$ cat src/bus_pkg.sv
/* bus subsystem shared types
   widths, operation codes and FSM state encodings for the two-core memory bus */
package bus_pkg;

    localparam int ADDR_W = 32;
    localparam int DATA_W = 32;
    localparam int CTRL_W = 3;
    localparam int OP_W   = 2;

    typedef logic [ADDR_W-1:0] addr_t;
    typedef logic [DATA_W-1:0] data_t;
    // size and sign of a dram access, passed through untouched
    typedef logic [CTRL_W-1:0] dram_ctrl_t;
    typedef logic [OP_W-1:0]   op_t;
    typedef logic [0:0]        core_id_t;

    // bit 1 selects data space, bit 0 marks a write
    localparam op_t OP_DRAM_RD = 2'd0;
    localparam op_t OP_DRAM_WR = 2'd1;
    localparam op_t OP_DATA_RD = 2'd2;
    localparam op_t OP_DATA_WR = 2'd3;

    typedef enum logic [1:0] {
        SEQ_IDLE,
        SEQ_STROBE,
        SEQ_WAIT,
        SEQ_DONE
    } seq_state_t;

    typedef enum logic [1:0] {
        RESP_IDLE,
        RESP_ACK,
        RESP_RELEASE
    } resp_state_t;

endpackage
$ cat src/bus_subsystem.sv
/* two-core shared memory bus
   arbiter, memory sequencer and response router in a three-stage pipeline */
`timescale 1ns/1ps

module bus_subsystem (
    input  logic                  CLK,
    input  logic                  arst_n,
    input  logic                  init_done,
    input  logic                  req0,
    input  bus_pkg::op_t          op0,
    input  bus_pkg::addr_t        addr0,
    input  bus_pkg::data_t        wdata0,
    input  bus_pkg::dram_ctrl_t   ctrl0,
    output logic                  ack0,
    output bus_pkg::data_t        rdata0,
    input  logic                  req1,
    input  bus_pkg::op_t          op1,
    input  bus_pkg::addr_t        addr1,
    input  bus_pkg::data_t        wdata1,
    input  bus_pkg::dram_ctrl_t   ctrl1,
    output logic                  ack1,
    output bus_pkg::data_t        rdata1,
    output bus_pkg::addr_t        mem_addr,
    output bus_pkg::data_t        mem_wdata,
    output bus_pkg::dram_ctrl_t   dram_ctrl,
    output logic                  dram_le,
    output logic                  dram_we,
    input  logic                  dram_busy,
    input  bus_pkg::data_t        dram_rdata,
    output logic                  dat_le,
    output logic                  dat_we,
    input  logic                  dat_busy,
    input  bus_pkg::data_t        dat_rdata,
    output bus_pkg::core_id_t     grant,
    output logic                  grant_valid
);
    import bus_pkg::*;

    logic       job_req;
    logic       job_ack;
    core_id_t   job_core;
    op_t        job_op;
    addr_t      job_addr;
    data_t      job_wdata;
    dram_ctrl_t job_ctrl;
    logic       res_req;
    logic       res_ack;
    core_id_t   res_core;
    data_t      res_data;

    bus_arbiter u_arbiter (
        .CLK       (CLK),
        .arst_n    (arst_n),
        .init_done (init_done),
        .req0      (req0),
        .req1      (req1),
        .op0       (op0),
        .op1       (op1),
        .addr0     (addr0),
        .addr1     (addr1),
        .wdata0    (wdata0),
        .wdata1    (wdata1),
        .ctrl0     (ctrl0),
        .ctrl1     (ctrl1),
        .ack0      (ack0),
        .ack1      (ack1),
        .job_req   (job_req),
        .job_core  (job_core),
        .job_op    (job_op),
        .job_addr  (job_addr),
        .job_wdata (job_wdata),
        .job_ctrl  (job_ctrl),
        .job_ack   (job_ack)
    );

    mem_sequencer u_sequencer (
        .CLK         (CLK),
        .arst_n      (arst_n),
        .job_req     (job_req),
        .job_core    (job_core),
        .job_op      (job_op),
        .job_addr    (job_addr),
        .job_wdata   (job_wdata),
        .job_ctrl    (job_ctrl),
        .job_ack     (job_ack),
        .mem_addr    (mem_addr),
        .mem_wdata   (mem_wdata),
        .dram_ctrl   (dram_ctrl),
        .dram_le     (dram_le),
        .dram_we     (dram_we),
        .dat_le      (dat_le),
        .dat_we      (dat_we),
        .dram_busy   (dram_busy),
        .dat_busy    (dat_busy),
        .dram_rdata  (dram_rdata),
        .dat_rdata   (dat_rdata),
        .res_req     (res_req),
        .res_core    (res_core),
        .res_data    (res_data),
        .res_ack     (res_ack),
        .grant       (grant),
        .grant_valid (grant_valid)
    );

    resp_router u_router (
        .CLK      (CLK),
        .arst_n   (arst_n),
        .res_req  (res_req),
        .res_core (res_core),
        .res_data (res_data),
        .res_ack  (res_ack),
        .req0     (req0),
        .req1     (req1),
        .ack0     (ack0),
        .ack1     (ack1),
        .rdata0   (rdata0),
        .rdata1   (rdata1)
    );

endmodule

$ cat src/resp_router.sv
/* response router
   steers a result to its core and runs that core's four-phase ack */
`timescale 1ns/1ps

module resp_router (
    input  logic                  CLK,
    input  logic                  arst_n,
    input  logic                  res_req,
    input  bus_pkg::core_id_t     res_core,
    input  bus_pkg::data_t        res_data,
    output logic                  res_ack,
    input  logic                  req0,
    input  logic                  req1,
    output logic                  ack0,
    output logic                  ack1,
    output bus_pkg::data_t        rdata0,
    output bus_pkg::data_t        rdata1
);
    import bus_pkg::*;

    resp_state_t state;
    core_id_t    core_q;
    logic        take;
    logic        core_req;

    // no new result while an ack is still outstanding
    assign take     = (state == RESP_IDLE) && res_req && !res_ack;
    assign core_req = (core_q == 1'b1) ? req1 : req0;

    always_ff @(posedge CLK or negedge arst_n) begin
        if (!arst_n) begin
            state   <= RESP_IDLE;
            res_ack <= 1'b0;
            ack0    <= 1'b0;
            ack1    <= 1'b0;
            core_q  <= 1'b0;
        end else begin
            if (res_ack && !res_req) begin
                res_ack <= 1'b0;
            end
            case (state)
                RESP_IDLE: begin
                    if (take) begin
                        res_ack <= 1'b1;
                        core_q  <= res_core;
                        state   <= RESP_ACK;
                    end
                end
                RESP_ACK: begin
                    if (core_q == 1'b1) begin
                        ack1 <= 1'b1;
                    end else begin
                        ack0 <= 1'b1;
                    end
                    state <= RESP_RELEASE;
                end
                RESP_RELEASE: begin
                    if (!core_req) begin
                        ack0  <= 1'b0;
                        ack1  <= 1'b0;
                        state <= RESP_IDLE;
                    end
                end
                default: state <= RESP_IDLE;
            endcase
        end
    end

    // other core's rdata keeps its last value
    always_ff @(posedge CLK) begin
        if (take) begin
            if (res_core == 1'b1) begin
                rdata1 <= res_data;
            end else begin
                rdata0 <= res_data;
            end
        end
    end

    a_one_ack: assert property (
        @(posedge CLK) disable iff (!arst_n)
        !(ack0 && ack1)
    ) else $error("ack0 and ack1 high together");

endmodule

$ cat src/mem_sequencer.sv
/* memory sequencer
   runs one job on the dram or data target via strobe/busy and returns a result */
`timescale 1ns/1ps

module mem_sequencer (
    input  logic                  CLK,
    input  logic                  arst_n,
    input  logic                  job_req,
    input  bus_pkg::core_id_t     job_core,
    input  bus_pkg::op_t          job_op,
    input  bus_pkg::addr_t        job_addr,
    input  bus_pkg::data_t        job_wdata,
    input  bus_pkg::dram_ctrl_t   job_ctrl,
    output logic                  job_ack,
    output bus_pkg::addr_t        mem_addr,
    output bus_pkg::data_t        mem_wdata,
    output bus_pkg::dram_ctrl_t   dram_ctrl,
    output logic                  dram_le,
    output logic                  dram_we,
    output logic                  dat_le,
    output logic                  dat_we,
    input  logic                  dram_busy,
    input  logic                  dat_busy,
    input  bus_pkg::data_t        dram_rdata,
    input  bus_pkg::data_t        dat_rdata,
    output logic                  res_req,
    output bus_pkg::core_id_t     res_core,
    output bus_pkg::data_t        res_data,
    input  logic                  res_ack,
    output bus_pkg::core_id_t     grant,
    output logic                  grant_valid
);
    import bus_pkg::*;

    seq_state_t state;
    core_id_t   core_q;
    op_t        op_q;
    addr_t      addr_q;
    data_t      wdata_q;
    dram_ctrl_t ctrl_q;
    logic       strobe_on;
    logic       sel_busy;
    data_t      sel_rdata;

    // op bit 1 picks the data target
    assign sel_busy  = op_q[1] ? dat_busy : dram_busy;
    assign sel_rdata = op_q[1] ? dat_rdata : dram_rdata;

    always_comb begin
        dram_le = 1'b0;
        dram_we = 1'b0;
        dat_le  = 1'b0;
        dat_we  = 1'b0;
        if (strobe_on) begin
            case (op_q)
                OP_DRAM_RD: dram_le = 1'b1;
                OP_DRAM_WR: dram_we = 1'b1;
                OP_DATA_RD: dat_le  = 1'b1;
                OP_DATA_WR: dat_we  = 1'b1;
                default:    dram_le = 1'b0;
            endcase
        end
    end

    always_ff @(posedge CLK or negedge arst_n) begin
        if (!arst_n) begin
            state     <= SEQ_IDLE;
            job_ack   <= 1'b0;
            strobe_on <= 1'b0;
            res_req   <= 1'b0;
        end else begin
            // close the job handshake independently of the memory access
            if (job_ack && !job_req) begin
                job_ack <= 1'b0;
            end
            case (state)
                SEQ_IDLE: begin
                    if (job_req && !job_ack) begin
                        job_ack <= 1'b1;
                        state   <= SEQ_STROBE;
                    end
                end
                SEQ_STROBE: begin
                    if (!strobe_on) begin
                        strobe_on <= 1'b1;
                    end else if (sel_busy) begin
                        strobe_on <= 1'b0;
                        state     <= SEQ_WAIT;
                    end
                end
                SEQ_WAIT: begin
                    if (!sel_busy) begin
                        res_req <= 1'b1;
                        state   <= SEQ_DONE;
                    end
                end
                SEQ_DONE: begin
                    // held here while the response stage is back-pressured
                    if (res_req && res_ack) begin
                        res_req <= 1'b0;
                    end else if (!res_req && !res_ack) begin
                        state <= SEQ_IDLE;
                    end
                end
                default: state <= SEQ_IDLE;
            endcase
        end
    end

    always_ff @(posedge CLK) begin
        if (state == SEQ_IDLE && job_req && !job_ack) begin
            core_q  <= job_core;
            op_q    <= job_op;
            addr_q  <= job_addr;
            wdata_q <= job_wdata;
            ctrl_q  <= job_ctrl;
        end
        if (state == SEQ_WAIT && !sel_busy) begin
            // writes return zero
            res_data <= op_q[0] ? '0 : sel_rdata;
        end
    end

    assign mem_addr    = addr_q;
    assign mem_wdata   = wdata_q;
    assign dram_ctrl   = ctrl_q;
    assign res_core    = core_q;
    assign grant       = core_q;
    assign grant_valid = (state != SEQ_IDLE);

    a_one_strobe: assert property (
        @(posedge CLK) disable iff (!arst_n)
        $onehot0({dram_le, dram_we, dat_le, dat_we})
    ) else $error("more than one memory strobe high");

endmodule

$ cat src/bus_arbiter.sv
/* round-robin bus arbiter
   picks one pending core request and hands it to the sequencer as a job */
`timescale 1ns/1ps

module bus_arbiter (
    input  logic                  CLK,
    input  logic                  arst_n,
    input  logic                  init_done,
    input  logic                  req0,
    input  logic                  req1,
    input  bus_pkg::op_t          op0,
    input  bus_pkg::op_t          op1,
    input  bus_pkg::addr_t        addr0,
    input  bus_pkg::addr_t        addr1,
    input  bus_pkg::data_t        wdata0,
    input  bus_pkg::data_t        wdata1,
    input  bus_pkg::dram_ctrl_t   ctrl0,
    input  bus_pkg::dram_ctrl_t   ctrl1,
    input  logic                  ack0,
    input  logic                  ack1,
    output logic                  job_req,
    output bus_pkg::core_id_t     job_core,
    output bus_pkg::op_t          job_op,
    output bus_pkg::addr_t        job_addr,
    output bus_pkg::data_t        job_wdata,
    output bus_pkg::dram_ctrl_t   job_ctrl,
    input  logic                  job_ack
);
    import bus_pkg::*;

    // per core: captured, not yet released by a falling ack
    logic [1:0] in_flight;
    logic [1:0] ack_q;
    logic [1:0] ack_fall;
    logic [1:0] elig;
    logic [1:0] grab;
    core_id_t   last;
    core_id_t   pick;
    logic       capture;

    assign ack_fall = ack_q & ~{ack1, ack0};
    assign elig     = {req1 & ~in_flight[1], req0 & ~in_flight[0]};

    always_comb begin
        if (elig == 2'b11) begin
            // contention, favour the core not served last
            pick = ~last;
        end else begin
            pick = core_id_t'(elig[1]);
        end
    end

    // slot is free only once the previous job handshake has fully closed
    assign capture = init_done && !job_req && !job_ack && (elig != 2'b00);
    assign grab    = capture ? ((pick == 1'b1) ? 2'b10 : 2'b01) : 2'b00;

    always_ff @(posedge CLK or negedge arst_n) begin
        if (!arst_n) begin
            job_req   <= 1'b0;
            last      <= 1'b1;
            in_flight <= 2'b00;
            ack_q     <= 2'b00;
        end else begin
            ack_q     <= {ack1, ack0};
            in_flight <= (in_flight & ~ack_fall) | grab;
            if (capture) begin
                job_req <= 1'b1;
                last    <= pick;
            end else if (job_req && job_ack) begin
                job_req <= 1'b0;
            end
        end
    end

    always_ff @(posedge CLK) begin
        if (capture) begin
            job_core <= pick;
            if (pick == 1'b1) begin
                job_op    <= op1;
                job_addr  <= addr1;
                job_wdata <= wdata1;
                job_ctrl  <= ctrl1;
            end else begin
                job_op    <= op0;
                job_addr  <= addr0;
                job_wdata <= wdata0;
                job_ctrl  <= ctrl0;
            end
        end
    end

    // sequencer may sample the fields any time before it acks
    a_job_stable: assert property (
        @(posedge CLK) disable iff (!arst_n)
        job_req |=> !job_req || $stable({job_core, job_op, job_addr, job_wdata, job_ctrl})
    ) else $error("job fields changed while job_req high");

endmodule

$ cat config.mk
export PLATFORM = sky130hd
export DESIGN_NAME = bus_subsystem
export DESIGN_NICKNAME = d
export VERILOG_FILES = /design/src/bus_pkg.sv /design/src/bus_subsystem.sv /design/src/resp_router.sv /design/src/mem_sequencer.sv /design/src/bus_arbiter.sv
export SDC_FILE = /design/constraint.sdc
export NUM_CORES = 1
export LEC_CHECK = 0
export ABC_CLOCK_PERIOD_IN_PS = 8500
export BUFFER_PORTS_ARGS = -buffer_cell sky130_fd_sc_hd__clkbuf_2
export CAP_MARGIN = 20
export CORE_MARGIN = 1
export CORE_UTILIZATION = 53
export DETAILED_ROUTE_END_ITERATION = 16
export PLACE_DENSITY = 0.85
export SLEW_MARGIN = 20
export SYNTH_ARGS = -nofsm -noshare
export SYNTH_HDL_FRONTEND = slang
export SYNTH_SLANG_ARGS = --single-unit
$ cat constraint.sdc
create_clock -name CLK -period 8.5 [get_ports CLK]
set_clock_uncertainty 0.2 [all_clocks]
set_input_delay 0.85 -clock CLK [delete_from_list [all_inputs] [get_ports CLK]]
set_output_delay 0.85 -clock CLK [all_outputs]
set_load 0.01 [all_outputs]
## Word level (Yosys, flattened, before mapping)

Index checks and enable logic that the tools add are counted.

- Word-level logic and storage cells: 138
- Bits in writable memories: 0
- Memories kept: 0
- ROM bits: 0
- Bits of input ports: 209
- Bits in registers: 253
- Bits in latches: 0

- Eq/ne operators: 20
- Muxes and demuxes: 46
- Order comparisons: 0
- Add/subtract/negate cells: 0
- Div/mod/pow operators: 0
- Shift-type cells: 0
- Reductions and logical operators: 35
- Bitwise operators: 11
- $mul: 0

Operator list:

| cell | count |
|---|---|
| 32-bit 2-to-1 mux | 3 |
| 1-bit 2-to-1 mux | 26 |
| 2-bit 2-to-1 mux | 11 |
| 1-bit logical AND | 14 |
| 2-bit by 1-bit inequality test with 1-bit output, second input constant | 7 |
| 2-bit equality test, second input constant | 6 |
| 2-bit nonzero test | 5 |
| 3-bit AND reduction | 3 |
| 2-bit inequality test, second input constant | 4 |
| 2-bit case mux with 4 select lines | 1 |
| 2-bit AND reduction | 4 |
| 2-bit by 1-bit equality test with 1-bit output, second input constant | 3 |
| 2-bit logical NOT | 3 |
| 1-bit case mux with 2 select lines | 3 |
| 2-bit case mux with 3 select lines | 1 |
| 6-bit AND reduction | 1 |
| 1-bit logical NOT | 5 |
| 2-bit bitwise AND | 2 |
| 1-bit inverter | 4 |
| 2-bit inverter | 2 |
| 3-bit 2-to-1 mux | 1 |
| 1-bit bitwise AND | 2 |
| 2-bit bitwise OR | 1 |

## Longest topological paths before layout

Gate-level depths: netlist of the first run.

- Word-level depth: 7
- Mapped depth: 6

## Cells and area by module

Synthesis of the first run repeated with hierarchy kept, for this count alone.

- Cells, all modules: 470
- Area, all modules: 9570.4 um^2

Modules (own cells, without submodules):

| module | times used | cells each | area each (um^2) | sequential area each (um^2) |
|---|---|---|---|---|
| mem_sequencer | 1 | 213 | 3910.0 | 3188.1 |
| bus_arbiter | 1 | 170 | 3472.1 | 2253.4 |
| resp_router | 1 | 87 | 2188.3 | 2072.0 |

## Worst setup path before layout of the first run

OpenSTA, ideal clock, no wires.

- Path type: reg2reg
- Start point: register u_sequencer.state[0]
- End point: register u_sequencer.ctrl_q[0] (netlist: u_sequencer.dram_ctrl[0]), enable pin
- Buffers on the path: 0
- Slack: 4.093 ns
- Cell stages (with the launch flop): 5
- Required time: 7.802 ns
- Arrival time: 3.709 ns
- Clock period less this slack: 4.407 ns
- Setup time: 0.498 ns
- Cell sequence: dfrtp_1 -> inv_1 -> ha_1 -> inv_1 -> nor2_1

- Cells in the longest elaborated chain, start to end: 3

Ends and longest elaborated chain:

| element | line | RTL |
|---|---|---|
| start, declared | mem_sequencer.sv:35 | `seq_state_t state;` |
| start signal, assigned | mem_sequencer.sv:67 | `state <= SEQ_IDLE;` |
| start signal, assigned | mem_sequencer.sv:80 | `state <= SEQ_STROBE;` |
| start signal, assigned | mem_sequencer.sv:88 | `state <= SEQ_WAIT;` |
| 2-bit logical NOT | mem_sequencer.sv:111 | `if (state == SEQ_IDLE && job_req && !job_ack) begin` |
| 1-bit logical AND (2 in series) | mem_sequencer.sv:111 |  |
| end signal, assigned | mem_sequencer.sv:116 | `ctrl_q <= job_ctrl;` |
| end, declared | mem_sequencer.sv:40 | `dram_ctrl_t ctrl_q;` |

Every way passes these cells.
A chain may end at the register's enable or synchronous reset.

## Final worst setup path of the first run

- Start point: register u_sequencer.op_q[1]
- End point: output dat_we

- Cells in the longest elaborated chain, start to end: 3

Ends and longest elaborated chain:

| element | line | RTL |
|---|---|---|
| start, declared | mem_sequencer.sv:37 | `op_t op_q;` |
| start signal, assigned | mem_sequencer.sv:113 | `op_q <= job_op;` |
| 2-bit equality test | mem_sequencer.sv:55 | `case (op_q)` |
| 1-bit 2-to-1 mux | mem_sequencer.sv:55 |  |
| 1-bit 2-to-1 mux | mem_sequencer.sv:54 | `if (strobe_on) begin` |
| end, declared | bus_subsystem.sv:31 | `output logic dat_we,` |

Every way passes these cells.

==> results of run 1 <==
[worst max-delay path, cell delays in order, from the launching register on]
cell and delay (ns):
edfxtp_1 0.32, buf_4 0.48, and3_1 0.28, clkbuf_2 0.14
[power groups by stage]
stage                     sequential (uW)  clock, uW  combinational [uW]
after floorplan                      1910          0                 352
after global placement               1850          0                 684
after detailed placement             1860          0                 706
after CTS                            1840       1060                 712
after global routing                 1870       1110                 761
final                                1840       1040                 697
[final cells by class]
class                      instances  area (um2)  share of cell area
timing repair buffer             353        1780               0.148
clock inverter                     9        65.1             0.00542
sequential                       253        7510               0.626
inverter                          10        37.5             0.00313
clock buffer                      37         713              0.0594
tap                              220         275              0.0229
multi-input combinational        188        1610               0.135
[registers in the layout, indices dropped and copies added (netlist names), 3 cells and up]
name                   cells
u_sequencer.dram_ctrl      3
u_sequencer.mem_addr      32
u_sequencer.mem_wdata     32
u_arbiter.job_ctrl         3
u_arbiter.job_addr        32
u_sequencer.res_data      32
u_router.rdata0           32
u_arbiter.job_wdata       32
u_router.rdata1           32
[layout by cell type (no fill, tap or decap), drive strengths merged]
master and n:
a21oi 3, a32oi 1, and2 2, and3 1, buf 6, bufinv 1
clkbuf 384, clkinv 8, dfrtp 16, dfstp 1, edfxtp 236, ha 5
inv 10, mux2 71, mux2i 33, nand2 6, nand2b 2, nand3 2
nor2 38, nor2b 3, nor3 1, nor3b 1, nor4b 1, o211ai 1
o21a 3, o21ai 12, o21bai 1, o2bb2ai 1
[layer usage]
layer / share of wire / GRT usage
met1: 0.35 / 0.250
met2: 0.52 / 0.412
met3: 0.099 / 0.0745
met4: 0.030 / 0.0749
met5: 0 / 0
[final timing paths]
| check | cells after the start | end | startpoint | slack (ns) |
|---|---|---|---|---|
| setup / recovery | 3 | dat_we | u_sequencer.op_q[1]$_DFFE_PP_ | 5.67 |
| hold / removal | 1 | u_sequencer.strobe_on$_DFFE_PN0N_ | arst_n | 0.07 |
| setup reg to reg | 5 | u_sequencer.mem_addr[23]$_DFFE_PP_ | u_sequencer.state[0]$_DFFE_PN0P_ | 5.97 |
| hold reg to reg | 0 | u_sequencer.mem_wdata[1]$_DFFE_PP_ | u_arbiter.job_wdata[1]$_DFFE_PP_ | 0.21 |
| max in group asynchronous | 1 | u_arbiter.last$_DFFE_PN1P_ | arst_n | 7.69 |
| min in group CLK | 0 | u_sequencer.mem_wdata[1]$_DFFE_PP_ | u_arbiter.job_wdata[1]$_DFFE_PP_ | 0.21 |
[through the flow]
stage | hold slack (ns) | power [uW]
2_1_floorplan | 0.200 | 2260
3_3_place_gp | 0.200 | 2530
3_5_place_dp | 0.205 | 2570
4_1_cts | 0.0682 | 3610
5_1_grt | 0.0940 | 3730
6_report | 0.0749 | 3580
[cell families (layout without fill, tap and decap cells)]
| group | count (synthesis) | after routing |
|---|---|---|
| buffers and inverters | 25 | 409 |
| muxes | 104 | 104 |
| AOI/OAI and AO/OA | 22 | 22 |
| DFF | 253 | 253 |
| and+or+nand+nor | 57 | 57 |
| adders and majority gates | 5 | 5 |
==> out/results.ini, run 1 <==
[outcome]
status=completed

[sta]
setup_slack_ns=5.67
drv_slew=0
min_period_ns=2.83
hold_viol=0
final.setup.tns_ns=0
max_freq_mhz=353
fin_crit_sh=0.333
tightest_slew_ns=0.970
grt_setup_unrepaired=false
setup_viol=0
slew_headroom=0.354

[logic_synthesis]
synth_cell_types=36
synth_mux_area_frac=0.123
ys_seq_area_frac=0.813
syn-cell-area_um2=9240
synth_compound_area_frac=0.0145
synth_most_common_cell=edfxtp_1
synthArstFlopShare=0.0672
synth_top_area_share=0.767
yosys.area_share.simple=0.0282
ys_top_cells_by_area=edfxtp_1 (77%), mux2_1 (8.4%), dfrtp_1 (4.3%)
synth_top_family_by_area=multiplexers
ys_ff_latch=253
ys.flop_type=edfxtp_1
yosysWarnings=0
synth_edf_count=236
syn_area_per_cell_um2=19.8
synth_fa_ha_area_frac=0.00677
yosys-top-cells-count=edfxtp_1 (236), mux2_1 (69), nor2_1 (38)
synth_top_cell_by_area=edfxtp_1
syn_inst=466
synth_xor_xnor_area_share=0
syn_nets=680

[floorplanning]
die_w_um=134
die_area_um2=18000
dieHeight_um=134
core_um2=16800
ios=348
start_util=0.549
rows=47

[cells_and_area]
stdcell_count=1070
area_delta_synth_final_pct=29.9
drive_gt1_frac=0.467
nNetsFinal=1046
diodes=0
fin_util=0.714
final_area_um2=12000
nFillCells=1089

[global_route]
grt_usage=0.227
grt_pass1_wl_um=30400
grt_pass1_vias=5678
grt_max_degree=73
grt_overflow=0
antenna_found_initial=0

[placement]
dpl_worst_slack_ns=5.63
post-dp-hpwl_um=14600
gp_congestion=0.827
portBuffers=347
dp_cells=1024
place_area_um2=11200

[power_and_ir_drop]
power_switching_uw=970
intPower_uw=2610
swShare=0.271
p_leak_uw=0.00496
p_seq_frac=0.514
ir_drop_mv=0.194
power.density_nw_per_um2=298
p_clk_frac=0.291
p_comb_frac=0.195

[clock_tree]
numCtsBuffers=26
clk_pin_slew_worst_paths_ns=0.06
clockRootBuffer=clkbuf_16
holdBufCountCts=0
cts_resized=0
postCtsSetupBuffers=0
cts_tree=done
cts.htree.levels=1
clockBufferDepth=3
clock-sinks=253
clk_latency_ns=0.51

[setup_path]
critical_path_class=flop to primary output
critical_path_arrival_ns=1.78
worstSetupEndpointType=primary output
start_kind=flop
cp_max_fo=37
critPathRequiredTime_ns=7.45

[route]
final_antenna_net_count=0
first_pass_iters=5
drtIter0Drc=278
wirelength_um=20400
vias=5428
wl_per_cell_um=19.1
via_per_inst=5.07
route.detailed.drc=0

[min_path]
min_path_type=input port to asynchronous set/reset pin

[run]
maxCapViolCount=0

Note: power is estimated with default switching activity, not from simulation.
==> inputs of run 2 (changes only) <==
- ABC_CLOCK_PERIOD_IN_PS: 8500 -> 2300
- CORE_UTILIZATION: 53 -> 44
- PLACE_DENSITY: 0.85 -> 0.76
- clock period: 8.5 -> 2.3 ns (I/O delays scaled with it)
==> run 2 against run 1 <==
The run now ends with negative hold slack left. Flip-flop and latch count is the same. Core utilization decreased by 1.0 points. Setup slack got worse by 5.6 ns. Clock power rose to 3.9 times the previous value. Wire length is 24% higher. Combinational power grew to 4.7 times the previous value. Die area grew 20%. First-iteration DRC count fell by 7.2%. Design area rose by 20%. Non-clock buffer count rose by 214. Cell count increased by 25%. Sequential share of layout area decreased by 10 points. Critical path type is now flop to flop. Critical endpoint is now u_arbiter.job_addr[1]$_DFFE_PP_. Largest power group unchanged.
==> out/results.ini, run 2 (same netlist as run 1, synthesis figures left out) <==
[placement]
post-dp-hpwl_um=14200  ; was 14600 um
dpl_worst_slack_ns=0.343  ; was 5.63 ns
portBuffers=347  ; unchanged
gp_congestion=0.801  ; was 0.827
dp_cells=1082  ; was 1024

[clock_tree]
clockRootBuffer=clkbuf_16  ; unchanged
cts.htree.levels=1  ; unchanged
clock-sinks=253  ; unchanged
holdBufCountCts=206  ; was 0
clk_pin_slew_worst_paths_ns=0.06  ; about the same
numCtsBuffers=26  ; unchanged
postCtsSetupBuffers=0  ; unchanged
cts_resized=0  ; unchanged
cts_tree=done  ; unchanged
clk_latency_ns=0.52  ; was 0.51 ns
clockBufferDepth=3  ; unchanged

[cells_and_area]
nNetsFinal=1260  ; was 1046
area_delta_synth_final_pct=55.5  ; was 29.9%
final_common_cell=clkbuf_2  ; unchanged
drive_gt1_frac=0.392  ; was 0.467
multiInputGateArea_um2=1630  ; was 1610 um2
ff_latch_area_um2=7510  ; unchanged
final_cell_mix=clkbuf_2 (347), edfxtp_1 (236), dlygate4sd3_1 (206), mux2_1 (69), nor2_1 (37)  ; was clkbuf_2 (347), edfxtp_1 (236), mux2_1 (69), nor2_1 (37), mux2i_1 (32)
nFillCells=1211  ; was 1089
stdcell_count=1338  ; was 1070
fin_util=0.703  ; was 0.714

[global_route]
grt_overflow=0  ; unchanged
grt_usage=0.233  ; was 0.227
grt_pass1_wl_um=37900  ; was 30400 um
grt_pass1_vias=7032  ; was 5678
antenna_found_initial=3  ; was 0
grt_max_degree=71  ; was 73

[route]
final_antenna_net_count=0  ; unchanged
route.detailed.drc=0  ; unchanged
drtIter0Drc=258  ; was 278
vias=6407  ; was 5428
first_pass_iters=4  ; was 5
wl_per_cell_um=19.0  ; was 19.1 um
wirelength_um=25400  ; was 20400 um
via_per_inst=4.79  ; was 5.07

[setup_path]
critical_path_arrival_ns=2.28  ; was 1.78 ns
slowest_stage=dlygate4sd3_1  ; was buf_4
worstPathCellList=nor2b_1 -> nand2_1 -> nand2_4 -> mux2_1 -> dlygate4sd3_1  ; was buf_4 -> and3_1 -> clkbuf_2
r2r_slack_ns=0.08  ; was 5.97 ns
crit_start=u_arbiter.in_flight[0]$_DFF_PN0_  ; was u_sequencer.op_q[1]$_DFFE_PP_
cp-endpoint=u_arbiter.job_addr[1]$_DFFE_PP_  ; was dat_we
critPathRequiredTime_ns=2.36  ; was 7.45 ns
start_kind=flop  ; unchanged
r2r_cells=5  ; unchanged
worstSetupEndpointType=flop  ; was primary output
r2r_start=u_arbiter.in_flight[0]$_DFF_PN0_  ; was u_sequencer.state[0]$_DFFE_PN0P_
critical_path_class=flop to flop  ; was flop to primary output
cp_max_fo=11  ; was 37
crit_path_max_incr_delay_ns=0.57  ; was 0.48 ns
r2r-end=u_arbiter.job_addr[1]$_DFFE_PP_  ; was u_sequencer.mem_addr[23]$_DFFE_PP_

[sta]
whs_ns=-0.0114  ; was 0.0749 ns
fin_crit_sh=0.964
max_freq_mhz=451
setup_slack_ns=0.0832  ; was 5.67 ns
setup_viol=0  ; unchanged
slew_headroom=0.712  ; was 0.354
min_period_ns=2.22
tightest_slew_ns=0.431  ; was 0.970 ns
grt_setup_unrepaired=false  ; unchanged
drv_slew=0  ; unchanged
hold_viol=16  ; was 0

[floorplanning]
die_area_um2=21600  ; was 18000 um2
ios=348  ; unchanged
start_util=0.452  ; was 0.549
core_um2=20400  ; was 16800 um2
dieHeight_um=147  ; was 134 um
die_w_um=147  ; was 134 um
rows=52  ; was 47

[power_and_ir_drop]
p_leak_uw=0.00590  ; was 0.00496 uW
ir_drop_mv=0.763  ; was 0.194 mV
power.density_nw_per_um2=979  ; was 298 nW/um2

[outcome]
violations=negative hold slack
status=complete, but fails checks  ; was completed

[min_path]
min_path_type=input port to asynchronous set/reset pin  ; unchanged

[run]
maxCapViolCount=0  ; unchanged

-- run 2: cell types whose count changed in the layout (fill, tap and decap cells not counted), moves of 3 or more --
cell	previous run	this run
clkinv_1	4	1
clkinv_4	0	3
clkbuf_8	0	5
clkbuf_1	10	5
buf_12	0	8
inv_1	8	5
clkinvlp_4	0	4
diode_2	0	3
dlygate4sd3_1	0	206
-- run 2: area by class of cell --
type | count | share of cell area
Tap cell | 270 | 0.0235
Antenna cell | 3 | 0.000523
Inverter | 10 | 0.00305
Sequential cell | 253 | 0.523
Multi-Input combinational cell | 188 | 0.113
Timing Repair Buffer | 567 | 0.279
Clock inverter | 10 | 0.00470
Clock buffer | 37 | 0.0531
-- run 2: critical path: cells and delay by family, from the launching register on --
kind	cells	cell delay (ns)
simple gates	3	0.47
mux	1	0.35
flops	1	0.38
buf+inv	1	0.57
-- run 2: per-stage QoR --
stage | power (uW) | TNS, ns | instance area, um2 | hold slack [ns]
floorplan | 8380 | -20.56 | 9270 | -0.266
global placement | 9590 | 0 | 11500 | -0.0120
detailed placement | 9690 | 0 | 11500 | -0.0113
CTS | 14000 | 0 | 14400 | 0.00609
finish | 14100 | 0 | 14400 | -0.0114
global route | 14700 | 0 | 14400 | 0.0220
-- run 2: power breakdown --
group,internal (uW),switching (uW),leakage (uW),total [uW]
logic,1450,1800,0.00314,3250
clock network,2310,1690,0.000401,4010
registers,6410,395,0.00236,6800
-- run 2: worst min-delay path by stage --
| stage | start | endpoint | slack (ns) |
|---|---|---|---|
| after floorplan | arst_n | u_arbiter.ack_q[0]$_DFF_PN0_ | -0.27 |
| after global placement | arst_n | u_arbiter.ack_q[0]$_DFF_PN0_ | -0.01 |
| after detailed placement | arst_n | u_arbiter.ack_q[0]$_DFF_PN0_ | -0.01 |
| after CTS | arst_n | u_arbiter.ack_q[0]$_DFF_PN0_ | 0.006 |
| after global routing | arst_n | u_arbiter.job_req$_DFFE_PN0P_ | 0.02 |
| final | arst_n | u_sequencer.job_ack$_DFF_PN0_ | -0.01 |
-- run 2: metal layers --
metal  vias to the layer above  track usage  wire length, um
li1                       2944            -                -
met1                      3053        0.244             8700
met2                       352        0.436            13400
met3                        58       0.0693             2410
met4                         0       0.0871              816
met5                         -            0                0
